$ cat config.mk
export PLATFORM = sky130hd
export DESIGN_NAME = rom_loader
export DESIGN_NICKNAME = d
export VERILOG_FILES = /design/src/logic/core_shell_pkg.sv /design/src/logic/rom_loader.sv
export SDC_FILE = /design/constraint.sdc
export NUM_CORES = 1
export LEC_CHECK = 0
export ABC_AREA = 1
export BUFFER_PORTS_ARGS = -buffer_cell sky130_fd_sc_hd__buf_2
export CAP_MARGIN = 20
export CORE_UTILIZATION = 41
export CTS_BUF_LIST = sky130_fd_sc_hd__clkbuf_16
export DETAILED_ROUTE_END_ITERATION = 10
export HOLD_SLACK_MARGIN = 0.02
export PLACE_DENSITY = 0.8
export SYNTH_ARGS = -nofsm -noshare
export SYNTH_HDL_FRONTEND = slang
export SYNTH_SLANG_ARGS = --single-unit
$ cat constraint.sdc
create_clock -name clock_48 -period 2.1 [get_ports clock_48]
set_input_delay 0.105 -clock clock_48 [delete_from_list [all_inputs] [get_ports clock_48]]
set_output_delay 0.105 -clock clock_48 [all_outputs]
set_load 0.02 [all_outputs]
$ cat src/logic/core_shell_pkg.sv
package core_shell_pkg;

	// ROM store geometry
	localparam int ROM_BYTE_ADDR_W = 12;
	localparam int ROM_WORD_ADDR_W = ROM_BYTE_ADDR_W - 1;
	localparam int ROM_WORDS       = 2048; // 16-bit words

	// Menu status word, shared switches
	localparam int ST_RESET   = 0;
	localparam int ST_ROTATE  = 2;
	localparam int ST_FREEZE  = 29;
	localparam int ST_SERVICE = 30;

	// Tower of Druaga
	localparam int ST_TLIVES_LO = 8;  // 2 bits

	// Mappy
	localparam int ST_MROUNDP    = 6;
	localparam int ST_MRANK_LO   = 10; // 3 bits
	localparam int ST_MDEMO      = 13;
	localparam int ST_MEXTEND_LO = 14; // 3 bits
	localparam int ST_MLIVES_LO  = 17; // 2 bits

	// Dig Dug II
	localparam int ST_DLIVES     = 19;
	localparam int ST_DEXTEND_LO = 20; // 2 bits
	localparam int ST_DLEVEL     = 22;

	// Motos
	localparam int ST_OLIVES     = 23;
	localparam int ST_ORANK      = 24;
	localparam int ST_OEXTEND_LO = 25; // 2 bits
	localparam int ST_ODEMO      = 27;

	typedef enum logic [2:0] {
		GAME_DRUAGA,
		GAME_MAPPY,
		GAME_DIGDUG2,
		GAME_MOTOS,
		GAME_OTHER
	} game_variant_e;

	typedef enum logic {
		LD_IDLE,
		LD_BUS
	} loader_state_e;

endpackage
$ cat src/logic/rom_loader.sv
`timescale 1ns/1ps

module rom_loader import core_shell_pkg::*; (
	input  logic                       clock_48,
	input  logic                       arst_n,
	input  logic                       ioctl_download,
	input  logic                       ioctl_wr,
	input  logic [ROM_BYTE_ADDR_W-1:0] ioctl_addr,
	input  logic [7:0]                 ioctl_dout,
	input  logic                       wb_ack,
	output logic                       wb_cyc,
	output logic                       wb_stb,
	output logic                       wb_we,
	output logic [ROM_WORD_ADDR_W-1:0] wb_adr,
	output logic [15:0]                wb_dat_w,
	output logic [1:0]                 wb_sel
);

	loader_state_e state;
	logic wr_last;
	logic wr_rise;
	logic [ROM_BYTE_ADDR_W-1:0] addr_q;
	logic [7:0] byte_q;

	// New byte only taken when the bus is free
	assign wr_rise = ioctl_wr & ~wr_last & ioctl_download & (state == LD_IDLE);

	always_ff @(posedge clock_48 or negedge arst_n) begin
		if (!arst_n) begin
			wr_last <= 1'b0;
			state   <= LD_IDLE;
		end else begin
			wr_last <= ioctl_wr;
			case (state)
				LD_IDLE: begin
					if (wr_rise)
						state <= LD_BUS;
				end
				LD_BUS: begin
					if (wb_ack) // Cycle ends with ack
						state <= LD_IDLE;
				end
				default: state <= LD_IDLE;
			endcase
		end
	end

	// Byte and address held for the bus cycle
	always_ff @(posedge clock_48) begin
		if (wr_rise) begin
			addr_q <= ioctl_addr;
			byte_q <= ioctl_dout;
		end
	end

	assign wb_cyc   = (state == LD_BUS);
	assign wb_stb   = (state == LD_BUS);
	assign wb_we    = (state == LD_BUS); // Write only master
	assign wb_adr   = addr_q[ROM_BYTE_ADDR_W-1:1];
	assign wb_dat_w = {byte_q, byte_q};
	assign wb_sel   = {addr_q[0], ~addr_q[0]}; // Odd byte in high lane

endmodule

# Word level (Yosys, flattened, before mapping)
# Cells that the tools add are included.
# totals
regBits	22
input_bits	25
out_inout_bits	32
wordCells	13
# classes
n_mux	3
bitwise_logic	6
# op_table
op	n
$and A1 B1 Y1	3
$not A1 Y1	3
$mux W1	2
$pmux W1 S2	1

# Depth between registers and ports, before layout
# Gate-level depths: netlist of run 1.
# logic_depth
depth_word	6
ltp_mapped	4
depth_no_buf	4

# Least setup slack after synthesis of run 1
# No wires, ideal clock.
# synth_timing
kind	register to register
start	register state, in the netlist wb_cyc
end	register addr_q[0], enable pin
setup_time_ns	0.375
arrival_time_ns	1.064
required_time_ns	1.725
path_slack_ns	0.661
path_stages_with_launch	4
n_path_buf	0
period_less_slack_ns	1.439
cell_sequence	dfrtp_1 -> nor2_1 -> nand2_1 -> inv_1
# synth_via
elab_chain_cells	2
# synth_rtl
element	line_no	text
start: declaration	rom_loader.sv:19	loader_state_e state;
start signal: assignment	rom_loader.sv:31	state <= LD_IDLE;
start signal: assignment	rom_loader.sv:37	state <= LD_BUS;
start signal: assignment	rom_loader.sv:41	state <= LD_IDLE;
$not A1 Y1	rom_loader.sv:26	assign wr_rise = ioctl_wr & ~wr_last & ioctl_download & (state == LD_IDLE);
$and A1 B1 Y1	rom_loader.sv:26	
via wr_rise	rom_loader.sv:21	logic wr_rise;
end signal: assignment	rom_loader.sv:51	addr_q <= ioctl_addr;
end: declaration	rom_loader.sv:22	logic [ROM_BYTE_ADDR_W-1:0] addr_q;
# The timed path passes the listed nets, and every way through them passes these cells.
# A chain may end at the register's enable or synchronous reset.

# Worst setup path after layout of run 1
# layout_timing
start	input port ioctl_wr
end	register addr_q[3], enable pin
# layout_via
elab_chain_cells	3
# layout_rtl
element	line_no	text
start: declaration	rom_loader.sv:7	input logic ioctl_wr,
$and A1 B1 Y1 (3 in a row)	rom_loader.sv:26	
via wr_rise	rom_loader.sv:21	
# The timed path passes the listed nets, and every way through them passes these cells.

==> results.md, run 1 <==
- Final Hold Viols: 0
- Worst hold path type: in2reg
- Top layer reached by signal wires: met4
- Fmax achieved: 792 MHz
- Synth top area share: 0.791
- Worst Hold End: addr_q[4]
- Total CTS buffers: 3
- Die Area: 2030 um2
- Worst path max stage delay: between 500 and 600 ps
- Final TNS setup: 0 ps
- Static leakage: 0.524 nW
- CTS tree: built
- Slew Limit Headroom: 0.836
- Synth area leader: edfxtp_1
- Top cells by area, synth: edfxtp_1 79%, buf_4 9.9%, dfrtp_1 6.6%
- Setup Fix Bufs, Post-CTS: 0
- Synthesis warning total: 0
- Netlist cell types: 6
- Reg-to-reg endpoint: addr_q[3]
- Cells after synthesis: 41
- Non-Filler Cell Area, Final: 1100 um2
- Worst reg2reg setup slack: ~860 ps
- Status: complete, no violations
- Clock Tree Root: clkbuf_16
- Vias per inst: around 4.2
- Hold path cells: 1
- Syn Std Cell Area: 759 um2
- Slew at the pin with the worst max-slew slack: 247 ps
- I/O Buffers: 56
- Antenna violations before repair: 0
- Unrepaired setup endpoints after global routing: no
- Clock period minus worst slack: 1260 ps
- Commonest non-fill, non-tap cell in the layout: buf_2
- Gr ovfl total: 0
- WL/cell: 11.2 um
- Final wirelength: roughly 1300 um
- Pin count of the biggest net entering global routing: 21
- RD Place Congestion: 0.575
- HP Start: ioctl_addr[4]
- Vias: between 400 and 500
- Clock Path Buffers: 2
- Final setup vio count: 0
- NumNets Final: 120
- Power density over cell area: 872 nW/um2
- Worst skew pair latency: 250 ps
- Die Height: 45.0 um
- Final HPWL DP: 1010 um
- Worst-path cell chain: dlygate4sd3_1, buf_2, nand2_1, inv_1, nand2_1, inv_1, buf_4
- Vias in the first global route: 458
- Post-CTS resize count: 0
- Setup crit start kind: input pin
- Sink Count: 22
- GRT Total Usage: 0.142
- Worst-path clk slew: 50 ps
- Final Core Density: 0.638
- Area delta synth->final: 45.1%
- Critical Path RT: 2030 ps
- Final slew viol count: 0
- WP data arrival: 1190 ps
- Share of post-route cells with drive strength above 1: 0.638
- Core footprint: roughly 1700 um2
- Top Ports: between 50 and 60
- TritonRoute pass-1 iters: 3
- Placed Instance Area: between 1000 and 1500 um2
- Slowest cell on the critical path: dlygate4sd3_1
- N_diodes: 0
- Met3 wire length: 124 um
- Crit path max fanout: 20
- First-pass GRT wire length: 1930 um
- Commonest cells after routing, fill and taps aside: 56 x buf_2, 20 x edfxtp_1, 4 x nand2_1, 4 x inv_1, 3 x clkbuf_16
- DR DRC count: 0
- Met2 Wirelength: 742 um
- Horiz. Die Dim: 45.0 um
- DR iter-0 viols: 3
- Sequential area share after synthesis: 0.857
- Tcrit/Tclk final: 0.601
- Launch point of the worst reg-to-reg path: wb_cyc
- Met1 wire length: approximately 450 um
- Synthesized Nets: 66
- Crit. End Element: register
- MaxCap Viol Count: 0
- Rows: 15
- Peak supply drop: approximately 0.54 mV
- H-tree depth: 1
- #FFs+latches synth: 22
- Cells on worst reg2reg path: 4
- Critical path class: in2reg
- Syn Area/Cell: between 15 and 20 um2
- Worst clock skew: 1.48 ps
- Initial Util: 0.440
- DRT antenna net count: 0
flip-flops by register name (all words and copies together), names as in the netlist:
| register | count |
|---|---|
| byte_q | 8 |
| wb_cyc | 1 |
| addr_q | 12 |
| wr_last | 1 |
layer usage:
metal	track usage	vias up
li1	-	236
met3	0.0440	2
met1	0.129	225
met5	0	-
met4	0.0909	0
met2	0.267	33
cell families after synthesis:
group         count (synthesis)  share of synthesized area
simple gates                  5                     0.0247
buf+inv                      14                      0.119
flops                        22                      0.857
how the worst max path moves through the flow:
stage	start	endpoint	slack, ps	depth (start not counted)
5_1_grt	ioctl_wr	byte_q[7]	760	7
4_1_cts	ioctl_wr	addr_q[10]	820	7
3_5_place_dp	wb_cyc	byte_q[2]	860	4
2_1_floorplan	wb_cyc	addr_q[0]	660	3
6_report	ioctl_wr	addr_q[3]	840	7
3_3_place_gp	wb_cyc	byte_q[2]	930	4
critical path, delay by kind of cell:
kind	cells	cell delay [ps]
buffers and inverters	5	970
AND/OR/NAND/NOR	2	110
report_power, final:
group | internal (mW) | total (mW) | switching, mW
logic | 0.0332 | 0.0796 | 0.0465
registers | 0.495 | 0.500 | 0.00503
clock network | 0.253 | 0.382 | 0.129
total | 0.781 | 0.961 | 0.180
per-stage QoR:
stage	std cells	setup slack, ps	hold WS [ps]	total power, mW
CTS	119	823	28.3	0.972
finish	119	837	32.1	0.961
floorplan	41	661	-191	0.553
global route	119	755	22.5	1.00
global placement	113	931	-110	0.584
detailed placement	113	860	-108	0.586
synthesized netlist by cell type:
cell type  number
nor2_1          1
nand2_1         4
inv_1           4
dfrtp_1         2
edfxtp_1       20
buf_4          10
layout make-up:
class | instances | area (um2)
multi-input combinational | 5 | 18.8
tap | 25 | 31.3
sequential | 22 | 651
timing repair buffer | 59 | 308
clock buffer | 3 | 75.1
fill | 139 | 624
inverter | 4 | 15.0
clock inverter | 1 | 3.75
timing repair:
action,in CTS,in global routing
setup endpoints to repair,0,0
hold buffers,2,0
endpoints found under the hold margin,3,0
No activity file was read; power rests on OpenSTA's default activity.
==> run 2, diff against run 1 <==
- ABC_AREA: 1 -> 0
- CORE_UTILIZATION: 41 -> 34
- PLACE_DENSITY: 0.8 -> 0.71
- clock period: 2.1 -> 1.1 ns (I/O delays scaled with it)
==> results.md, run 2 <==
- Status: complete, but fails checks
- Failing checks: negative setup slack
- NumNets Final: roughly 140
- Crit path max fanout: 5
- Die Area: 2410 um2
- Ys async rst share: 0.0909
- Vias: 552
- Setup crit start kind: register
- Slew at the pin with the worst max-slew slack: 132 ps
- Commonest non-fill, non-tap cell in the layout: buf_2
- Antenna violations before repair: 0
- Clock period minus worst slack: approximately 1200 ps
- Number of flip-flops in the largest register: 12
- Static leakage: roughly 0.62 nW
- Horiz. Die Dim: 49.1 um
- Sequential area share after synthesis: 0.864
- Post-synth top cells: 20 x edfxtp_1, 10 x buf_4, 2 x dfrtp_1, 2 x inv_1
- DRT antenna net count: 0
- Vias per inst: 3.97
- Top Ports: between 50 and 60
- Vias in the first global route: roughly 500
- Pin count of the biggest net entering global routing: 21
- Slew Limit Headroom: 0.912
- Post-CTS resize count: 0
- I/O Buffers: 56
- Synth top area share: 0.797
- Area delta synth->final: 80.6%
- GRT Total Usage: 0.117
- Critical Path RT: approximately 1100 ps
- H-tree depth: 1
- Final Hold Viols: 0
- Worst-path clk slew: 50 ps
- Syn Std Cell Area: 753 um2
- Commonest cells after routing, fill and taps aside: 56 x buf_2, 22 x dlygate4sd3_1, 20 x edfxtp_1
- Sink Count: 22
- DR iter-0 viols: 6
- N_diodes: 0
- Clock Path Buffers: 2
- Final Core Density: 0.673
- Top cells by area, synth: edfxtp_1 80%, buf_4 10%, dfrtp_1 6.6%
- Worst hold path type: in2reg
- Power density over cell area: 1400 nW/um2
- Final setup margin: -97.9 ps
- Syn Area/Cell: 20.9 um2
- Initial Util: 0.373
- Share of post-route cells with drive strength above 1: 0.580
- Critical path class: reg2reg
- WP data arrival: 1160 ps
- MaxCap Viol Count: 0
- Core footprint: approximately 2000 um2
- Largest Register: addr_q
- Setup Fix Bufs, Post-CTS: 0
- First-pass GRT wire length: 2060 um
- Number of flops mapped to enable cells by yosys: 20
- Final setup vio count: 20
- Final hold slack: 81.2 ps
- Total CTS buffers: 3
- Worst clock skew: 1.79 ps
- Largest regs: addr_q (12), byte_q (8)
- Unrepaired setup endpoints after global routing: yes
- Netlist cell types: 6
- Rows: 16
- Final slew viol count: 0
- Tcrit/Tclk final: 1.09
- Most used flip-flop cell after synthesis: edfxtp_1
- Synthesized Nets: 61
- Worst reg2reg setup slack: -100 ps
- Synth area leader: edfxtp_1
- Peak supply drop: 0.753 mV
- Cells after synthesis: 36
- Count leader, synth: edfxtp_1
- DR DRC count: 0
- CTS tree: built
- Worst skew pair latency: 240 ps
- Fmax achieved: between 800 and 900 MHz
- Synthesis warning total: 0
- Final HPWL DP: between 800 and 900 um
- Gr ovfl total: 0
- Final wirelength: 1490 um
- #FFs+latches synth: 22
- WL/cell: 10.7 um
- RD Place Congestion: 0.626
- Clock Tree Root: clkbuf_16
- TritonRoute pass-1 iters: 2
- Crit. End Element: register
- Die Height: around 49 um
run 2: where the power goes:
part	switching [mW]	total [mW]	internal (mW)
sequential	0.00733	0.952	0.945
combinational	0.102	0.230	0.129
clock	0.240	0.722	0.483
run 2: final timing paths:
path / startpoint / to / depth (start not counted)
min in group asynchronous: arst_n / wb_cyc / 2
hold reg to reg: wb_cyc / wb_cyc / 2
hold / removal: wb_ack / wb_cyc / 3
max in group asynchronous: arst_n / wb_cyc / 2
setup reg to reg: wb_cyc / byte_q[7] / 2
setup / recovery: wb_cyc / byte_q[7] / 2
run 2: worst max-delay path, stage by stage (launching register included):
cell and delay (ps):
dfrtp_2 390, and4bb_4 370, clkbuf_16 160
run 2: timing repair:
action | 4_1_cts | 5_1_grt
endpoints found under the hold margin | 23 | 1
setup endpoints to repair | 20 | 20
hold buffers | 21 | 1
cloned | 0 | 2
pin swaps | 0 | 1
run 2: cell type report:
cell class              instances  area (um2)
multi-input cells               2        23.8
flip-flops and latches         22         652
well taps                      27        33.8
repair buffers                 82         564
clock inverters                 1        3.75
clock buffers                   3        75.1
fillers                       151         662
inverters                       2        7.51
run 2: per-stage QoR:
step	worst slack [ps]	power [mW]	instances	cell area, um2	setup TNS, ps
2_1_floorplan	-188	1.06	36	758	-3790
3_3_place_gp	-83.0	1.12	111	1020	-1650
3_5_place_dp	-90.1	1.13	111	1020	-1800
4_1_cts	-99.1	1.91	136	1310	-1970
5_1_grt	-120	1.96	139	1360	-2240
6_report	-97.9	1.90	139	1360	-1780
run 2: metal layers:
metal / GRT usage / part of all wire
met1: 0.115 / 0.37
met2: 0.244 / 0.55
met3: 0.0187 / 0.071
met4: 0.0294 / 0
met5: 0 / 0
run 2: cell families (layout without fill, tap and decap cells):
family                 after synthesis  count (layout)  share of synthesized area
buffers and inverters               12              88                      0.110
and+or+nand+nor                      1               1                     0.0166
DFF                                 22              22                      0.864
AOI/OAI and AO/OA                    1               1                    0.00997
