===== config.mk =====
export PLATFORM = sky130hd
export DESIGN_NAME = dip_mapper
export DESIGN_NICKNAME = d
export VERILOG_FILES = /design/src/logic/core_shell_pkg.sv /design/src/logic/dip_mapper.sv
export SDC_FILE = /design/constraint.sdc
export NUM_CORES = 1
export LEC_CHECK = 0
export ABC_AREA = 1
export BUFFER_PORTS_ARGS = -buffer_cell sky130_fd_sc_hd__buf_2
export CAP_MARGIN = 0
export CORE_UTILIZATION = 43
export DETAILED_ROUTE_END_ITERATION = 10
export PLACE_DENSITY = 0.83
export SLEW_MARGIN = 15
export SYNTH_ARGS = -nofsm -noshare
export SYNTH_HDL_FRONTEND = slang
export SYNTH_SLANG_ARGS = --single-unit

===== constraint.sdc =====
create_clock -name clock_48 -period 1.7 [get_ports clock_48]
set_input_delay 0.34 -clock clock_48 [delete_from_list [all_inputs] [get_ports clock_48]]
set_output_delay 0.34 -clock clock_48 [all_outputs]
set_load 0.01 [all_outputs]

===== src/logic/core_shell_pkg.sv =====
package core_shell_pkg;

	// ROM store geometry
	localparam int ROM_BYTE_ADDR_W = 12;
	localparam int ROM_WORD_ADDR_W = ROM_BYTE_ADDR_W - 1;
	localparam int ROM_WORDS       = 2048; // 16-bit words

	// Menu status word, shared switches
	localparam int ST_RESET   = 0;
	localparam int ST_ROTATE  = 2;
	localparam int ST_FREEZE  = 29;
	localparam int ST_SERVICE = 30;

	// Tower of Druaga
	localparam int ST_TLIVES_LO = 8;  // 2 bits

	// Mappy
	localparam int ST_MROUNDP    = 6;
	localparam int ST_MRANK_LO   = 10; // 3 bits
	localparam int ST_MDEMO      = 13;
	localparam int ST_MEXTEND_LO = 14; // 3 bits
	localparam int ST_MLIVES_LO  = 17; // 2 bits

	// Dig Dug II
	localparam int ST_DLIVES     = 19;
	localparam int ST_DEXTEND_LO = 20; // 2 bits
	localparam int ST_DLEVEL     = 22;

	// Motos
	localparam int ST_OLIVES     = 23;
	localparam int ST_ORANK      = 24;
	localparam int ST_OEXTEND_LO = 25; // 2 bits
	localparam int ST_ODEMO      = 27;

	typedef enum logic [2:0] {
		GAME_DRUAGA,
		GAME_MAPPY,
		GAME_DIGDUG2,
		GAME_MOTOS,
		GAME_OTHER
	} game_variant_e;

	typedef enum logic {
		LD_IDLE,
		LD_BUS
	} loader_state_e;

endpackage

===== src/logic/dip_mapper.sv =====
`timescale 1ns/1ps

module dip_mapper import core_shell_pkg::*; (
	input  logic        clock_48,
	input  logic        arst_n,
	input  logic [6:0]  core_mod,
	input  logic [31:0] status,
	output logic [7:0]  dsw0,
	output logic [7:0]  dsw1,
	output logic [7:0]  dsw2
);

	game_variant_e variant;
	logic freeze;
	logic service;
	logic [7:0] dsw0_next;
	logic [7:0] dsw1_next;
	logic [7:0] dsw2_next;

	assign freeze  = status[ST_FREEZE];
	assign service = status[ST_SERVICE];

	always_comb begin
		case (core_mod)
			7'd0, 7'd1: variant = GAME_DRUAGA;
			7'd2:       variant = GAME_MAPPY;
			7'd3:       variant = GAME_DIGDUG2;
			7'd4:       variant = GAME_MOTOS;
			default:    variant = GAME_OTHER; // Grobda, Phozon and unknown
		endcase
	end

	// Cabinet bits left at 0, upright only
	always_comb begin
		dsw0_next = 8'd0;
		dsw1_next = 8'd0;
		dsw2_next = 8'd0;
		case (variant)
			GAME_DRUAGA: begin
				dsw0_next = {2'd0, status[ST_TLIVES_LO +: 2], 4'd0};
				dsw1_next = {7'd0, freeze};
				dsw2_next = {dsw1_next[3:0], service, 3'd0};
			end
			GAME_MAPPY: begin
				dsw0_next = {freeze, status[ST_MROUNDP], status[ST_MDEMO], 2'd0,
					status[ST_MRANK_LO +: 3]};
				dsw1_next = {status[ST_MLIVES_LO +: 2], status[ST_MEXTEND_LO +: 3], 3'd0};
				dsw2_next = {service, 3'd0, service, 3'd0};
			end
			GAME_DIGDUG2: begin
				dsw0_next = {2'd0, status[ST_DLIVES], 5'd0};
				dsw1_next = {4'd0, freeze, status[ST_DLEVEL],
					status[ST_DEXTEND_LO +: 2]};
				dsw2_next = {dsw1_next[3:0], service, 3'd0};
			end
			GAME_MOTOS: begin
				dsw0_next = {status[ST_ODEMO], status[ST_OEXTEND_LO +: 2], status[ST_ORANK],
					status[ST_OLIVES], 3'd0};
				dsw1_next = {service, 7'd0};
			end
			default: ;
		endcase
	end

	always_ff @(posedge clock_48 or negedge arst_n) begin
		if (!arst_n) begin
			dsw0 <= 8'd0;
			dsw1 <= 8'd0;
			dsw2 <= 8'd0;
		end else begin
			dsw0 <= dsw0_next;
			dsw1 <= dsw1_next;
			dsw2 <= dsw2_next;
		end
	end

endmodule


-- After elaboration in Yosys (flattened, before gate mapping)
Cells that the tools add are included.
W data, S select, Z words.
- bits in registers: 24
- latch bits: 0
- memory bits (writable): 0
- ROM bits: 0
- bits of input ports: 41
- word-level logic and storage cells: 17
- memories: 0
- add/subtract/negate cells: 0
- multipliers: 0
- div/mod/pow operators: 0
- order comparisons: 0
- equality and inequality tests: 7
- shift operators: 0
- muxes and demuxes: 4
- bitwise gates (word level): 0
- reduce and logical (&&, ||, !) cells: 3
- operator list (cell ; number):
    $pmux W8 S4 ; 2
    $pmux W8 S3 ; 1
    $eq A7 B2 Y1 const B ; 2
    $pmux W3 S4 ; 1
    $eq A7 B1 Y1 const B ; 1
    $eq A7 B3 Y1 const B ; 1
    $logic_not A7 Y1 ; 1
    $eq A3 B2 Y1 const B ; 2
    $eq A3 B1 Y1 const B ; 1
    $logic_not A3 Y1 ; 1
    $reduce_or A2 Y1 ; 1

-- Logic depth before layout (Yosys ltp)
Gate-level depths: netlist of run 1.
- word-level depth: 5
- mapped depth: 7

-- Worst setup path after synthesis of run 1
OpenSTA, ideal clock, no wires.
- path type: input to register
- start point: input core_mod[5]
- end point: register dsw0[7]
- library setup time: 0.074 ns
- arrival time: 0.876 ns
- data required time: 1.626 ns
- slack: 0.750 ns
- cell stages on the path: 6
- path through: inv_2 > nand2_4 > nor2_8 > buf_6 > nand3_1 > o21ai_2
- word-level cells in the longest chain between the ends: 5
- ends and longest elaborated chain (item ; RTL line ; RTL):
    from (decl) ; dip_mapper.sv:6 ; input logic [6:0] core_mod,
    $eq A7 B1 Y1 / $logic_not A7 Y1 (equally long branches) ; dip_mapper.sv:24 ; case (core_mod)
    $reduce_or A2 Y1 ; dip_mapper.sv:24 ;
    $pmux W3 S4 * ; dip_mapper.sv:24 ;
    $eq A3 B2 Y1, or another cell as far along ; dip_mapper.sv:38 ; case (variant)
    $pmux W8 S4 * ; dip_mapper.sv:38 ;
    net dsw0_next[7] ; dip_mapper.sv:16 ; logic [7:0] dsw0_next;
    to (signal assigned) ; dip_mapper.sv:71 ; dsw0 <= dsw0_next;
    to (decl) ; dip_mapper.sv:8 ; output logic [7:0] dsw0,
The timed path passes the listed nets; every way through them passes the cells marked *.

-- Worst setup path in the final report of run 1
- start point: register dsw0[7]
- end point: output dsw0[7]
No word-level cell between the ends.

==> impl_metrics.yaml, run 1 <==
sta:
  hold_violations: 0
  rsz0062_at_grt: "no"
  whs_ps: 256
  fmaxAchievable_mhz: 880
  drv_slew: 0
  period_share_pct: 66.8
  post-route-min-period_ps: 1140
  finalSetupViolCount: 0
  tns_ps: 0
  final.setup.worst_slack_ps: 564
floorplan:
  chipHeight_microns: 48.7
  core_sq_mm: 0.00200
  dieArea_sq_mm: 0.00237
  fp.dieW_microns: 48.7
  ios: 65
  start_util_pct: 46.8
  row_count: 16
run_status:
  status: "completed"
drt:
  routedWlPerCell_microns: 9.28
  firstDrtPassIters: 4
  wl_met1_microns: 697
  wl_met2_microns: 812
  vias: 781
  wl_met3_microns: 164
  drtIter0Drc: 5
  drt-vias-per-instance: 4.29
  postRouteWirelength_microns: 1690
  drc_errors: 0
  ant_nets: 0
  top_layer_used: "met4"
worst_hold_path:
  holdPathEnd: "dsw0[4]"
  hp-start: "status[8]"
  hp-class: "in -> reg"
  hold_depth: 3
power_and_ir_drop:
  irDropWorstVdd_v: 0.000267
  p_leak_nw: 0.794
  power_density_mw_per_mm2: 624
cts:
  cts_made_buffers: 3
  cts_tree: "built"
  post_cts_resized: 0
  postCtsSetupBuffers: 0
  clk_pin_slew_ps: 100
  htreeDepth: 1
  clockBufferDepth: 2
  clockRootBuffer: "clkbuf_4"
  clock_sinks: 19
  cts_hold_buf: 1
grt:
  grt_pass1_wl_microns: 2750
  grt_max_degree: 20
  grt_pass1_vias: 683
  grt-ovfl-total: 0
  antenna_found_initial: 0
  grt_usage_pct: 15.1
synth:
  ys_ff_latch: 19
  synth_top_area_share_pct: 50.7
  synthCells: 102
  yosys-top-cells-area: "dfrtp_1, nand2_1, nand3_1"
  ys_seq_area_share_pct: 50.7
  synthesis.area_sq_um: 937
  yosys.area.top_type: "dfrtp_1"
  synth.distinct_cells: 19
  syn_area_per_cell_sq_um: 9.19
  synth_warnings: 0
placed_design:
  dpl_cell_area_sq_mm: 0.00119
  place_ws_ps: 472
  dp_hpwl_microns: 1410
  finalWeightedCongestion: 0.696
  port_buffers: 52
  dp_cells: 177
critical_path:
  crit_slowest_cell: "dfrtp_1"
  crit_buf_inv: 1
  worstPathRequired_ps: 1360
  cp.arrival_ps: 800
  crit_path_max_incr_delay_ps: 380
  criticalPathCategory: "reg -> out"
  path_cells: "buf_2"
  endpoint_kind: "output pin"
  startpoint_type: "flop"
  critPathTopFamily: "flip-flops"
  cp_max_fo: 1
cells_and_area:
  syn_to_final_growth_pct: 30.8
  drive_above_1_share_pct: 53.5
  design_area_sq_mm: 0.00123
  final-instance-count-excl-fill: 182
  fin_nets: 197
  n_antenna_cell: 0
flow_run:
  cap_violations: 0
[per-stage QoR]
| stage | utilization [%] | total power [mW] |
|---|---|---|
| detailed placement | 59.4 | 0.565 |
| floorplan | - | 0.516 |
| global placement | 59.4 | 0.562 |
| finish | 61.3 | 0.765 |
| CTS | 61.3 | 0.775 |
| global route | 61.3 | 0.807 |
[power by group]
| group | total [mW] | internal [mW] | switching, mW |
|---|---|---|---|
| Combinational | 0.102 | 0.0412 | 0.0606 |
| Clock | 0.209 | 0.0909 | 0.118 |
| Sequential | 0.455 | 0.454 | 0.000620 |
[cells by family after synthesis]
kind of cell / Yosys count / synth area share, %
and+or+nand+nor: 52 / 31.9
buffers and inverters: 27 / 13.8
AOI/OAI and AO/OA: 3 / 3.20
DFF: 19 / 50.7
other: 1 / 0.400
[how the worst max path moves through the flow]
| stage | start | endpoint | cells after the start |
|---|---|---|---|
| floorplan | core_mod[5] | dsw0[7] | 6 |
| global placement | core_mod[5] | dsw0[5] | 8 |
| detailed placement | core_mod[5] | dsw0[5] | 8 |
| CTS | dsw0[7] | dsw0[7] | 1 |
| global route | dsw2[5] | dsw1[1] | 1 |
| finish | dsw0[7] | dsw0[7] | 1 |
[flip-flops by register name, indices dropped and copies added, names as in the netlist]
| name | count |
|---|---|
| dsw0 | 8 |
| dsw1 | 6 |
| dsw2 | 5 |
[layer usage]
layer | up-vias | GRT usage (%)
li1 | 402 | -
met1 | 333 | 17.5
met2 | 44 | 26.6
met3 | 2 | 3.77
met4 | 0 | 5.88
met5 | - | 0
[synthesized netlist by cell type, drive strengths merged]
master,count
nand2,22
clkinv,1
nor2,15
conb,1
nand4,1
inv,20
o21ai,2
nand3,14
buf,6
o22ai,1
dfrtp,19
[cell type report]
cell class / count / area (sq um)
tap: 27 / 33.8
inverter: 21 / 80.1
timing repair buffer: 53 / 270
clock buffer: 4 / 26.3
sequential: 19 / 475
multi-input combinational: 58 / 340
fill: 201 / 776
[cell usage in the layout, fill, tap and decap left out, drive strengths merged]
| master | count |
|---|---|
| nand3 | 14 |
| nand2 | 22 |
| conb | 3 |
| buf | 52 |
| nor2 | 15 |
| clkbuf | 4 |
| o22ai | 1 |
| dfrtp | 19 |
| nand4 | 1 |
| dlygate4sd3 | 1 |
| o21ai | 2 |
| clkinv | 1 |
| inv | 20 |
No activity file was read; power rests on OpenSTA's default activity.
==> run 2: changes to the inputs <==
--- a/config.mk
+++ b/config.mk
@@ -8,9 +8,9 @@
 export ABC_AREA = 1
 export BUFFER_PORTS_ARGS = -buffer_cell sky130_fd_sc_hd__buf_2
 export CAP_MARGIN = 0
-export CORE_UTILIZATION = 43
+export CORE_UTILIZATION = 40
 export DETAILED_ROUTE_END_ITERATION = 10
-export PLACE_DENSITY = 0.83
+export PLACE_DENSITY = 0.78
 export SLEW_MARGIN = 15
 export SYNTH_ARGS = -nofsm -noshare
 export SYNTH_HDL_FRONTEND = slang
==> constraint.sdc (replaced) <==
create_clock -name clock_48 -period 1.13 [get_ports clock_48]
set_input_delay 0.226 -clock clock_48 [delete_from_list [all_inputs] [get_ports clock_48]]
set_output_delay 0.226 -clock clock_48 [all_outputs]
set_load 0.01 [all_outputs]
==> run 2 against run 1 <==
Net effect: power rose by 52%; via count rose by 4.1%; global-route usage increased by 0.53 points; cell count increased by 1.1%; flip-flop and latch count unchanged; combinational power is 54% higher; hold slack lost 130 ps; sequential power increased by 50%; clock power increased by 54%; setup slack lost 460 ps; clock-buffer cell count unchanged; critical path type unchanged.
==> impl_metrics.yaml, run 2 (same netlist as run 1, synthesis figures left out) <==
critical_path:
  critical_path_cell_count: 1
  startpoint: "dsw2[5]"
  crit_buf_inv: 1
  path_cells: "buf_2"
  crit_path_max_incr_delay_ps: 380
  cp.arrival_ps: 800
  endpoint_kind: "output pin"
  crit_slowest_cell: "dfrtp_1"
  critPathTopFamily: "flip-flops"
  criticalPathCategory: "reg -> out"
  startpoint_type: "flop"
  cp-endpoint: "dsw2[5]"
  cp_max_fo: 2
  worstPathRequired_ps: 900
grt:
  grt_max_degree: 20
  grt-ovfl-total: 0
  antenna_found_initial: 0
  grt_pass1_wl_microns: 2990
  grt_usage_pct: 15.6
  grt_pass1_vias: 764
cells_and_area:
  regMostFlops: "dsw0"
  final_common_cell: "buf_2"
  fin_nets: 198
  n_antenna_cell: 0
  regArea_sq_um: 475
  largest_reg_flops: 8
  multi_input_area_sq_um: 340
  fillers: 237
  design_area_sq_mm: 0.00123
  utilization_pct: 55.8
  syn_to_final_growth_pct: 31.8
  mostFrequentLayoutCells: "buf_2, dfrtp_1, nand2_1"
  reg_top3: "dsw0: 8 flops, dsw1: 6 flops, dsw2: 5 flops"
  drive_above_1_share_pct: 53.8
  final-instance-count-excl-fill: 184
sta:
  fmaxAchievable_mhz: 972
  whs_ps: 128
  period_share_pct: 91.0
  post-route-min-period_ps: 1030
  tns_ps: 0
  hold_violations: 0
  rsz0062_at_grt: "no"
  finalSetupViolCount: 0
  drv_slew: 0
floorplan:
  fp.dieW_microns: 50.4
  chipHeight_microns: 50.4
  core_sq_mm: 0.00221
  row_count: 17
  start_util_pct: 42.4
  ios: 65
  dieArea_sq_mm: 0.00254
cts:
  clock_sinks: 19
  cts_tree: "built"
  cts_made_buffers: 3
  htreeDepth: 1
  postCtsSetupBuffers: 0
  post_cts_resized: 0
  clockBufferDepth: 2
  clk_pin_slew_ps: 90
  cts_hold_buf: 1
  clockRootBuffer: "clkbuf_4"
power_and_ir_drop:
  p_leak_nw: 0.800
  p_int_mw: 0.884
  p_sw_share_pct: 23.9
  irDropWorstVdd_v: 0.000456
  p_comb_share_pct: 13.5
  p_seq_share_pct: 58.9
  power_density_mw_per_mm2: 941
  clockPowerShare_pct: 27.6
  p_switching_mw: 0.278
drt:
  drc_errors: 0
  vias: 813
  drt-vias-per-instance: 4.42
  postRouteWirelength_microns: 1790
  routedWlPerCell_microns: 9.73
  drtIter0Drc: 8
  firstDrtPassIters: 4
  ant_nets: 0
placed_design:
  port_buffers: 52
  dp_hpwl_microns: 1490
  dp_cells: 179
  dpl_cell_area_sq_mm: 0.00120
  finalWeightedCongestion: 0.748
worst_hold_path:
  hp-class: "in -> reg"
run_status:
  status: "completed"
flow_run:
  cap_violations: 0
run 2: changes by cell type in the layout (fill, tap and decap cells not counted):
cell	change
buf_4	+1
run 2: layout make-up:
type	count	share of cell area (%)
Timing Repair Buffer	54	22.5
Multi-Input combinational cell	58	27.6
Tap cell	28	2.84
Sequential cell	19	38.5
Inverter	21	6.48
Clock buffer	4	2.13
run 2: worst min-delay path by stage:
stage / from / cells after the start / endpoint / slack (ps)
floorplan: arst_n / 0 / dsw0[0] / -70
global placement: arst_n / 1 / dsw1[4] / 170
detailed placement: arst_n / 1 / dsw1[6] / 180
CTS: status[8] / 3 / dsw0[4] / 120
global route: status[12] / 3 / dsw0[2] / 120
finish: status[8] / 3 / dsw0[4] / 130
run 2: power by group through the flow:
stage / combinational [mW] / sequential (mW) / clock, mW
2_1_floorplan: 0.0764 / 0.700 / 0
3_3_place_gp: 0.151 / 0.698 / 0
3_5_place_dp: 0.156 / 0.698 / 0
4_1_cts: 0.159 / 0.684 / 0.334
5_1_grt: 0.174 / 0.685 / 0.386
6_report: 0.157 / 0.684 / 0.321
run 2: through the flow:
step,power (mW),setup slack (ps)
CTS,1.18,93.4
global route,1.25,37.5
finish,1.16,102
detailed placement,0.853,75.1
floorplan,0.777,294
global placement,0.849,85.4
run 2: metal layers:
layer / GRT usage (%) / part of all wire (%)
met3: 4.24 / 10
met4: 6.94 / 1.4
met2: 26.7 / 48
met5: 0 / 0
met1: 18.3 / 40
