===== src/logic/input_packer.sv =====
`timescale 1ns/1ps

module input_packer (
	input  logic       clock_48,
	input  logic       arst_n,
	input  logic [7:0] joystick_0,
	input  logic [7:0] joystick_1,
	input  logic       rotate,
	output logic [5:0] inp0,
	output logic [5:0] inp1,
	output logic [2:0] inp2
);

	// Game order fire B, fire A, left, down, right, up
	function automatic logic [5:0] pack_player(input logic [7:0] joy, input logic rot);
		logic up;
		logic down;
		logic left;
		logic right;
		if (rot) begin
			up    = joy[0]; // Stick turned 90 degrees
			right = joy[2];
			down  = joy[1];
			left  = joy[3];
		end else begin
			right = joy[0];
			left  = joy[1];
			down  = joy[2];
			up    = joy[3];
		end
		return {joy[5], joy[4], left, down, right, up};
	endfunction

	always_ff @(posedge clock_48 or negedge arst_n) begin
		if (!arst_n) begin
			inp0 <= 6'd0;
			inp1 <= 6'd0;
			inp2 <= 3'd0;
		end else begin
			inp0 <= pack_player(joystick_0, rotate);
			inp1 <= pack_player(joystick_1, rotate);
			inp2 <= {joystick_0[6] | joystick_1[6], joystick_1[7], joystick_0[7]}; // Shared coin
		end
	end

endmodule


===== config.mk =====
export PLATFORM = sky130hd
export DESIGN_NAME = input_packer
export DESIGN_NICKNAME = d
export VERILOG_FILES = /design/src/logic/input_packer.sv
export SDC_FILE = /design/constraint.sdc
export NUM_CORES = 1
export LEC_CHECK = 0
export BUFFER_PORTS_ARGS = -buffer_cell sky130_fd_sc_hd__buf_2
export CORE_MARGIN = 2
export CORE_UTILIZATION = 38
export DETAILED_ROUTE_END_ITERATION = 10
export PLACE_DENSITY = 0.71
export SYNTH_ARGS = -nofsm -noshare
export SYNTH_HDL_FRONTEND = slang
export SYNTH_SLANG_ARGS = --single-unit

===== constraint.sdc =====
create_clock -name clock_48 -period 0.8 [get_ports clock_48]
set_clock_uncertainty 0.1 [all_clocks]
set_input_delay 0.04 -clock clock_48 [delete_from_list [all_inputs] [get_ports clock_48]]
set_output_delay 0.04 -clock clock_48 [all_outputs]
set_load 0.005 [all_outputs]

---- Yosys cells after proc, flatten, opt, wreduce, memory -nomap -nowiden ----
Index checks and enable logic that the tools add are counted.
storage, ports and cells
  logic and storage cells ................. 12
  RAM bits ................................ 0
  bits in registers ....................... 15
  output and inout port bits .............. 15
  latch bits .............................. 0
  input port bits ......................... 19
  memories kept ........................... 0
  memory bits (read-only) ................. 0
cells by class
  div/mod/pow operators ................... 0
  order comparisons ....................... 0
  $mul .................................... 0
  add/subtract/negate cells ............... 0
  bitwise logic cells ..................... 1
  reductions and logical operators ........ 0
  shift operators ......................... 0
  multiplexer cells ....................... 8
  equal/unequal tests ..................... 0
operators by type and width
  cell               count
  two-way mux 1 bit  8
  OR 1 bit           1

---- Logic depth before layout (Yosys ltp) ----
Gate-level depths: netlist of the first run.
  depth in word-level cells ............... 1
  mapped depth ............................ 2

---- Worst setup path after synthesis of the first run ----
Ideal clock, no wire load.
  path type ............................... in2reg
  start point ............................. in rotate
  end point ............................... reg inp0[0]
  cell stages on the path ................. 2
  data arrival time ....................... 0.457 ns
  path slack .............................. 0.118 ns
  library setup time ...................... 0.125 ns
  cell sequence ........................... buf_6 mux2_4
between the ends
  longest elaborated chain between the ends .. 1
RTL lines
  what                  line  source
  start, declared       8     input logic rotate,
  two-way mux 1 bit     20    if (rot) begin
  end signal, assigned  40    inp0 <= pack_player(joystick_0, rotate);
  end, declared         9     output logic [5:0] inp0,
Every way passes these cells.

---- Worst setup path after layout of the first run ----
  start point ............................. reg inp0[2]
  end point ............................... out inp0[2]
No word-level cell between the ends.

==> results of run 1 <==
==> per-stage QoR <==
stage	cell area [um^2]	power, uW	hold WS [ns]
final	782	1420	-0.147
after global routing	782	1520	-0.167
after CTS	782	1440	-0.153
after detailed placement	686	1020	-0.148
after global placement	686	1010	-0.157
after floorplan	513	909	-0.356
==> kinds of logic (layout without fill, tap and decap cells) <==
| logic type | after synthesis | count (layout) | share of synthesized area (%) |
|---|---|---|---|
| buffers and inverters | 1 | 44 | 2.19 |
| DFF | 15 | 15 | 73.2 |
| muxes | 8 | 8 | 23.4 |
| and+or+nand+nor | 1 | 1 | 1.22 |
==> layer usage <==
layer / routed length, um / track usage [%]
met1: 348 / 13.4
met2: 493 / 21.8
met3: 59 / 6.52
met4: 0 / 10.0
met5: 0 / 0
==> sequential cells by signal, summed over array words and instances, names as in the netlist <==
signal,flops
inp0,6
inp1,6
inp2,3
==> cells in the final DEF, fill, tap and decap left out <==
| cell | netlist | routed |
|---|---|---|
| buf_2 | 0 | 33 |
| dfrtp_1 | 15 | 15 |
| mux2_4 | 8 | 8 |
| dlygate4sd3_1 | 0 | 7 |
| clkbuf_4 | 0 | 3 |
| or2_2 | 1 | 1 |
| clkbuf_1 | 0 | 1 |
==> final cells by class <==
class | instances | area [um^2] | share of cell area, %
clock buffers | 4 | 26.3 | 3.36
well taps | 15 | 18.8 | 2.40
flip-flops and latches | 15 | 375 | 48.0
multi-input cells | 9 | 126 | 16.2
repair buffers | 40 | 235 | 30.1
==> path summary, 6_finish.rpt <==
| kind | start | endpoint | slack [ns] | depth (start not counted) |
|---|---|---|---|---|
| worst min-delay path | joystick_0[6] | inp2[2]$_DFF_PN0_ | -0.15 | 2 |
| min in group asynchronous | arst_n | inp1[1]$_DFF_PN0_ | 0.09 | 2 |
| max in group asynchronous | arst_n | inp2[0]$_DFF_PN0_ | 0.28 | 2 |
| worst max-delay path | inp0[2]$_DFF_PN0_ | inp0[2] | -0.11 | 1 |
==> synthesized netlist by cell type <==
cell	instances
dfrtp_1	15
mux2_4	8
buf_6	1
or2_2	1
==> power by group through the flow <==
stage          Sequential [uW]  Combinational [uW]  Clock, uW
2_1_floorplan              841                67.6          0
3_3_place_gp               831                 182          0
3_5_place_dp               834                 185          0
4_1_cts                    818                 212        411
5_1_grt                    823                 230        464
6_report                   817                 206        393
==> metrics.md, run 1 <==
| Metric | Value |
|---|---|
| Status | finished, violations left |
| Failing checks | hold timing, setup timing |
| Period utilization | 114% |
| CP max-delay cell | dfrtp_1 |
| Vias per cell | ~4.2 |
| Clock sink count | 15 |
| Clk pwr share | between 20 and 30% |
| CTS Hold Bufs | 7 |
| Reg clk slew, reported paths | 0.08 ns |
| Layout Cells excl Fill | between 80 and 90 |
| Post-Syn Instances | 25 |
| Yosys reg bits | 15 |
| CP Launch Type | flip-flop |
| Post-Place Cells | between 70 and 80 |
| Unrepaired setup endpoints after global routing | true |
| Layout cells sized above 1 | 66.2% |
| CP max FO | 1 |
| Hold Path Class | in2reg |
| Area grow syn2layout | 52.4% |
| Post-CTS Setup Bufs | 0 |
| Max clock buf depth | 2 |
| Wirelength per Cell | roughly 11 um |
| Synth cell types | 4 |
| Worst slew pin tran | about 0.31 ns |
| Drt pass-1 iters | 1 |
| Top cell type's share of synthesized area | 73.2% |
| Maximum vdd drop | 885 uV |
| P_leak | around 0.00041 uW |
| Number of buffers added on ports | 33 |
| Synth top area cells | dfrtp_1 (73%), mux2_4 (23%), buf_6 (2.2%) |
| Post-route setup slack | -0.114 ns |
| Die Y-Extent | between 40 and 50 um |
| NetSw | 285 uW |
| Cell Pwr Density | approximately 1800 nW/um^2 |
| First-pass GRT wire length | 1.31 mm |
| CP Cell Sequence | buf_2 |
| Total track usage | between 10% and 20% |
| Hold WS | -0.147 ns |
| Family with the most delay on the worst path | flip-flops |
| Cell Int Power | 1130 uW |
| Post-Synthesis Cell Area | slightly above 500 um^2 |
| Post-cts sizing count | 0 |
| Largest net degree at the start of global routing | 16 |
| Vias in the first global route | 298 |
| Count of final hold-check violations | 9 |
| Die X | between 40 and 50 um |
| Avg Inst Size Synth | between 20 and 25 um^2 |
| Die Footprint | between 1500 and 2000 um^2 |
| Antenna viol nets, final | 0 |
| CP Capture Type | primary output |
| CTS tree | done |
| Area leader, netlist | dfrtp_1 |
| Slowest cell delay on critical path | about 0.38 ns |
| Filler cell count in the final layout | about 110 |
| Drt drc | 0 |
| I/O pin count | 34 |
| Total number of vias | ~350 |
| Ys Warns | 0 |
| Setup Slack @ Placement | -0.0295 ns |
| H-tree level count | 1 |
| Initial antenna violation count | 0 |
| Slew Viols, Final | 0 |
| Crit Path Category | reg2out |
| Core area | roughly 1300 um^2 |
| Total Wirelength | 902 um |
| # rows | 13 |
| Initial Util | between 30% and 40% |
| CP Data Arrival Time | 0.77 ns |
| CTS Buf Count | 3 |
| Synth Net Count | 44 |
| Fin crit period | between 0.9 and 1 ns |
| Antenna cells | 0 |
| TNS Setup | -1.33 ns |
| Worst relative slew slack | 79.2% |
| Sequential power share | 57.7% |
| MaxCap Viol Count | 0 |
| Global route total overflow | 0 |
| Sequential area share after synthesis | around three quarters |
| DRT iter0 DRCs | 0 |
| CTS root buf | clkbuf_4 |
| Worst Path Buf+Inv | 1 |
| Number of nets in the layout | 88 |
| Final core utilization | 60.9% |
| Max frequency | ~1100 MHz |
| Data required time of the worst path | 0.66 ns |
| Comb power frac | 14.6% |
| Global placement routability congestion | between 0.5 and 0.6 |
| Sw frac | slightly above 20% |
| Final setup viols | 15 |
Note: power is estimated with default switching activity, not from simulation.
==> run 2, diff against run 1 <==
- CORE_AREA: default -> 2 2 39 41
- CORE_MARGIN: 2 -> default
- CORE_UTILIZATION: 38 -> default
- DIE_AREA: default -> 0 0 41 43
- PLACE_DENSITY: 0.71 -> 0.72
- SETUP_SLACK_MARGIN: default -> 0.05
- clock period: 0.8 -> 1.1 ns (I/O delays scaled with it)
==> metrics.md, run 2 (synthesis gave the netlist of run 1 again) <==
| Metric | Value |
|---|---|
| Status | finished, final reports clean (was finished, violations left) |
| Wirelength per Cell | 12.5 um (was 10.9 um) |
| First-pass GRT wire length | 1.77 mm (was 1.31 mm) |
| Most frequent cells in the layout | buf_2 (33), dlygate4sd3_1 (17), dfrtp_1 (15), mux2_4 (8), clkbuf_4 (3) (was buf_2 (33), dfrtp_1 (15), mux2_4 (8), dlygate4sd3_1 (7), clkbuf_4 (3)) |
| Worst slew pin tran | 0.324 ns (was 0.312 ns) |
| Largest net degree at the start of global routing | 16 (unchanged) |
| Max clock buf depth | 2 (unchanged) |
| Layout Cells excl Fill | 94 (was 83) |
| Clk pwr share | 27.9% (was 27.8%) |
| Slowest cell delay on critical path | 0.38 ns (about the same) |
| Unrepaired setup endpoints after global routing | false (was true) |
| Family with the most delay on the worst path | flip-flops (unchanged) |
| Worst Path Buf+Inv | 1 (unchanged) |
| MaxCap Viol Count | 0 (unchanged) |
| CP Launch Type | flip-flop (unchanged) |
| Global placement routability congestion | 0.610 (was 0.564) |
| Pwr Total | 1080 uW (was 1420 uW) |
| Data required time of the worst path | 0.94 ns (was 0.66 ns) |
| H-tree level count | 1 (unchanged) |
| Total track usage | 16.3% (was 13.5%) |
| Final setup viols | 0 (was 15) |
| Commonest non-fill, non-tap cell in the layout | buf_2 (unchanged) |
| Sw frac | 21.3% (was 20.1%) |
| Drt drc | 0 (unchanged) |
| Vias in the first global route | 407 (was 298) |
| Count of final hold-check violations | 0 (was 9) |
| Fin crit period | 0.933 ns |
| Post-cts sizing count | 0 (unchanged) |
| Area grow syn2layout | 72.2% (was 52.4%) |
| Maximum vdd drop | 510 uV (was 885 uV) |
| TNS Setup | 0 ns (was -1.33 ns) |
| I/O pin count | 34 (unchanged) |
| CP max FO | 1 (unchanged) |
| Slew Viols, Final | 0 (unchanged) |
| Comb power frac | 16.8% (was 14.6%) |
| Cell Int Power | 846 uW (was 1130 uW) |
| Core area | 1380 um^2 (was 1280 um^2) |
| Total number of vias | 394 (was 352) |
| Global route total overflow | 0 (unchanged) |
| Initial Util | 37.1% (was 39.9%) |
| Hold Path Class | in2async (was in2reg) |
| Final core utilization | 63.8% (was 60.9%) |
| CP Cell Sequence | buf_2 (unchanged) |
| CTS tree | done (unchanged) |
| Crit Path Category | reg2out (unchanged) |
| Drt pass-1 iters | 2 (was 1) |
| P_leak | 0.000456 uW (was 0.000415 uW) |
| Max frequency | around 1100 MHz |
| Die Footprint | 1760 um^2 (was 1660 um^2) |
| Antenna cells | 0 (unchanged) |
| Layout cells sized above 1 | 57.7% (was 66.2%) |
| CTS Buf Count | 3 (unchanged) |
| Initial antenna violation count | 0 (unchanged) |
| Post-CTS Setup Bufs | 0 (unchanged) |
| Number of nets in the layout | 98 (was 88) |
| Setup Slack @ Placement | 0.257 ns (was -0.0295 ns) |
| Vias per cell | 4.19 (was 4.24) |
| Largest regs | inp0 (6), inp1 (6), inp2 (3) (unchanged) |
| Die X | 41 um (was 40.7 um) |
| Clock sink count | 15 (unchanged) |
| CP Data Arrival Time | 0.78 ns (was 0.77 ns) |
| DRT iter0 DRCs | 2 (was 0) |
| Post-Place Cells | 73 (was 72) |
| Worst relative slew slack | 78.4% (was 79.2%) |
| Die Y-Extent | 43 um (was 40.7 um) |
| Period utilization | a little over four fifths |
| CP max-delay cell | dfrtp_1 (unchanged) |
| Reg clk slew, reported paths | 0.09 ns (was 0.08 ns) |
| Post-route setup slack | 0.167 ns (was -0.114 ns) |
| Total Wirelength | 1.18 mm (was 902 um) |
| Sequential power share | 55.3% (was 57.7%) |
| # rows | 14 (was 13) |
| Number of buffers added on ports | 33 (unchanged) |
| CTS root buf | clkbuf_4 (unchanged) |
| CP Capture Type | primary output (unchanged) |
| Cell Pwr Density | 1220 nW/um^2 (was 1810 nW/um^2) |
| NetSw | 229 uW (was 285 uW) |
| Antenna viol nets, final | 0 (unchanged) |
run 2: worst max-delay path by stage:
stage / startpoint / cells past startpoint / to / slack (ns)
after CTS: inp1[5]$_DFF_PN0_ / 1 / inp1[5] / 0.17
after detailed placement: rotate / 2 / inp1[0]$_DFF_PN0_ / 0.26
after floorplan: rotate / 2 / inp0[0]$_DFF_PN0_ / 0.40
final: inp2[2]$_DFF_PN0_ / 1 / inp2[2] / 0.17
after global routing: inp0[4]$_DFF_PN0_ / 1 / inp0[4] / 0.13
after global placement: rotate / 2 / inp0[2]$_DFF_PN0_ / 0.27
run 2: per-layer routing:
layer	vias to the layer above	wire (um)	track usage (%)
met5	-	0	0
met4	0	12	12.0
met3	2	68	3.14
met2	18	716	29.4
met1	186	381	14.1
li1	188	-	-
run 2: power groups by stage:
stage	Combinational, uW	Clock, uW	Sequential [uW]
global route	199	341	598
detailed placement	136	0	605
floorplan	49.2	0	612
global placement	132	0	605
CTS	183	314	594
finish	181	300	594
run 2: metrics by stage:
step                      area (um^2)  hold slack, ns
after CTS                         883          0.0965
final                             883           0.101
after global routing              883          0.0980
after floorplan                   513          -0.341
after detailed placement          687          -0.129
after global placement            687          -0.136
run 2: final cells by class:
type,count,area (um^2)
clock buffer,4,26.3
tap,16,20.0
multi-input combinational,9,126
sequential,15,375
fill,104,500
timing repair buffer,50,335
run 2: what timing repair did:
action / in CTS / in global routing
endpoints found under the hold margin: 30 / 0
endpoints found under the setup margin: 0 / 0
hold buffers: 17 / 0
==> run 3, diff against run 2 <==
- CORE_AREA: 2 2 39 41 -> default
- CORE_MARGIN: default -> 2
- CORE_UTILIZATION: default -> 34
- DIE_AREA: 0 0 41 43 -> default
- PLACE_DENSITY: 0.72 -> 0.67
- clock period: 1.1 -> 0.8 ns (I/O delays scaled with it)
==> metrics.md, run 3 (synthesis gave the netlist of run 1 again) <==
| Metric | Value |
|---|---|
| Placed Area | 687 um^2 (unchanged) |
| Status | finished, violations left (was finished, final reports clean) |
| Count of final hold-check violations | 9 (was 0) |
| Global route total overflow | 0 (unchanged) |
| CTS Hold Bufs | 7 (was 17) |
| Total Wirelength | 960 um (was 1.18 mm) |
| Highest routed layer | met4 (unchanged) |
| Area grow syn2layout | 52.9% (was 72.2%) |
| CP Launch Type | flip-flop (unchanged) |
| Most frequent cells in the layout | buf_2 (33), dfrtp_1 (15), mux2_4 (8), dlygate4sd3_1 (7), clkbuf_4 (3) (was buf_2 (33), dlygate4sd3_1 (17), dfrtp_1 (15), mux2_4 (8), clkbuf_4 (3)) |
| Period utilization | 114% |
| Antenna viol nets, final | 0 (unchanged) |
| Fin area | 785 um^2 (was 883 um^2) |
| DR WL met2 | 500 um (was 716 um) |
| MaxCap Viol Count | 0 (unchanged) |
| Post-route setup slack | -0.111 ns (was 0.167 ns) |
| Sw frac | 21.4% (was 21.3%) |
| Post-Place Cells | 73 (unchanged) |
| CTS Buf Count | 3 (unchanged) |
| Clock sink count | 15 (unchanged) |
| Wirelength per Cell | 11.4 um (was 12.5 um) |
| Max clock buf depth | 2 (unchanged) |
| Worst Path Buf+Inv | 1 (unchanged) |
| Die Y-Extent | 42.8 um (was 43 um) |
| Max frequency | ~1100 MHz |
| Comb power frac | 14.5% (was 16.8%) |
| Sequential power share | 57.0% (was 55.3%) |
| Post-CTS Setup Bufs | 0 (unchanged) |
| Data required time of the worst path | 0.66 ns (was 0.94 ns) |
| Initial Util | 35.3% (was 37.1%) |
| Filler cell count in the final layout | 127 (was 104) |
| Sequential cell area | 375 um^2 (unchanged) |
| CP max-delay cell | dfrtp_1 (unchanged) |
| Final core utilization | 54.0% (was 63.8%) |
| CTS tree | done (unchanged) |
| Cell Pwr Density | 1820 nW/um^2 (was 1220 nW/um^2) |
| Number of buffers added on ports | 33 (unchanged) |
| Largest net degree at the start of global routing | 16 (unchanged) |
| Cell Int Power | 1120 uW (was 846 uW) |
| Vias in the first global route | 332 (was 407) |
| DRT iter0 DRCs | 1 (was 2) |
| CP Capture Type | primary output (unchanged) |
| CP max FO | 1 (unchanged) |
| Worst slew pin tran | 0.314 ns (was 0.324 ns) |
| Crit Path Category | reg2out (unchanged) |
| Slowest cell delay on critical path | 0.37 ns (was 0.38 ns) |
| Hold WS | -0.160 ns (was 0.101 ns) |
| CTS root buf | clkbuf_4 (unchanged) |
| TNS Setup | -1.47 ns (was 0 ns) |
| Hold Path Class | in2reg (was in2async) |
| Die X | 42.8 um (was 41 um) |
| Total track usage | 11.4% (was 16.3%) |
| Drt pass-1 iters | 2 (unchanged) |
| Total number of vias | 355 (was 394) |
| Failing checks | hold timing, setup timing |
| Clk pwr share | 28.5% (was 27.9%) |
| Global placement routability congestion | 0.628 (was 0.610) |
| Post-Route M1 WL | 323 um (was 381 um) |
| Family with the most delay on the worst path | flip-flops (unchanged) |
| Drt drc | 0 (unchanged) |
| Maximum vdd drop | 833 uV (was 510 uV) |
| Commonest non-fill, non-tap cell in the layout | buf_2 (unchanged) |
| P_leak | 0.000417 uW (was 0.000456 uW) |
| H-tree level count | 1 (unchanged) |
| # rows | 14 (unchanged) |
| Final setup viols | 15 (was 0) |
| First-pass GRT wire length | 1.36 mm (was 1.77 mm) |
| Largest regs | inp0 (6), inp1 (6), inp2 (3) (unchanged) |
| CP Data Arrival Time | 0.77 ns (was 0.78 ns) |
| Core area | 1450 um^2 (was 1380 um^2) |
| NetSw | 306 uW (was 229 uW) |
| Worst relative slew slack | 79.1% (was 78.4%) |
| Reg clk slew, reported paths | 0.09 ns (about the same) |
| Fin crit period | a little over 0.9 ns |
| Number of nets in the layout | 88 (was 98) |
| Layout cells sized above 1 | 67.6% (was 57.7%) |
| CP Cell Sequence | buf_2 (unchanged) |
| I/O pin count | 34 (unchanged) |
| Vias per cell | 4.23 (was 4.19) |
| Die Footprint | 1840 um^2 (was 1760 um^2) |
| Initial antenna violation count | 0 (unchanged) |
| Multi-input logic area | 126 um^2 (unchanged) |
| Slew Viols, Final | 0 (unchanged) |
| Unrepaired setup endpoints after global routing | true (was false) |
| Antenna cells | 0 (unchanged) |
| Layout Cells excl Fill | 84 (was 94) |
| Met3 wire length | 96 um (was 68 um) |
==> run 3: per-layer routing <==
metal	global-route usage (%)	up-vias
li1	-	168
met1	10.8	158
met2	19.4	25
met3	1.28	4
met4	13.1	0
met5	0	-
==> run 3: path summary, 6_finish.rpt <==
| kind | depth (start not counted) | to | slack (ns) | startpoint |
|---|---|---|---|---|
| max | 1 | inp0[2] | -0.11 | inp0[2]$_DFF_PN0_ |
| min | 2 | inp2[2]$_DFF_PN0_ | -0.16 | joystick_0[6] |
| max in group asynchronous | 2 | inp1[4]$_DFF_PN0_ | 0.27 | arst_n |
| min in group asynchronous | 2 | inp2[1]$_DFF_PN0_ | 0.09 | arst_n |
==> run 3: repair_timing <==
action | in CTS | in global routing
resized for setup | 0 | 0
endpoints found under the setup margin | 15 | 15
endpoints found under the hold margin | 30 | 9
==> run 3: layout make-up <==
| cell class | instances | area share (%) |
|---|---|---|
| clock buffers | 3 | 2.87 |
| well taps | 16 | 2.55 |
| repair buffers | 40 | 30.0 |
| multi-input cells | 9 | 16.1 |
| flip-flops and latches | 15 | 47.8 |
| clock inverters | 1 | 0.638 |
==> run 3: power by group through the flow <==
stage | clock network, uW | logic, uW | registers, uW
3_3_place_gp | 0 | 181 | 832
5_1_grt | 462 | 227 | 820
3_5_place_dp | 0 | 183 | 832
4_1_cts | 434 | 210 | 816
6_report | 407 | 208 | 815
2_1_floorplan | 0 | 67.6 | 841
==> run 3: stage by stage <==
stage,total power [uW],setup WS (ns)
6_report,1430,-0.111
5_1_grt,1510,-0.145
4_1_cts,1460,-0.126
3_5_place_dp,1010,-0.0249
3_3_place_gp,1010,-0.0183
2_1_floorplan,909,0.118
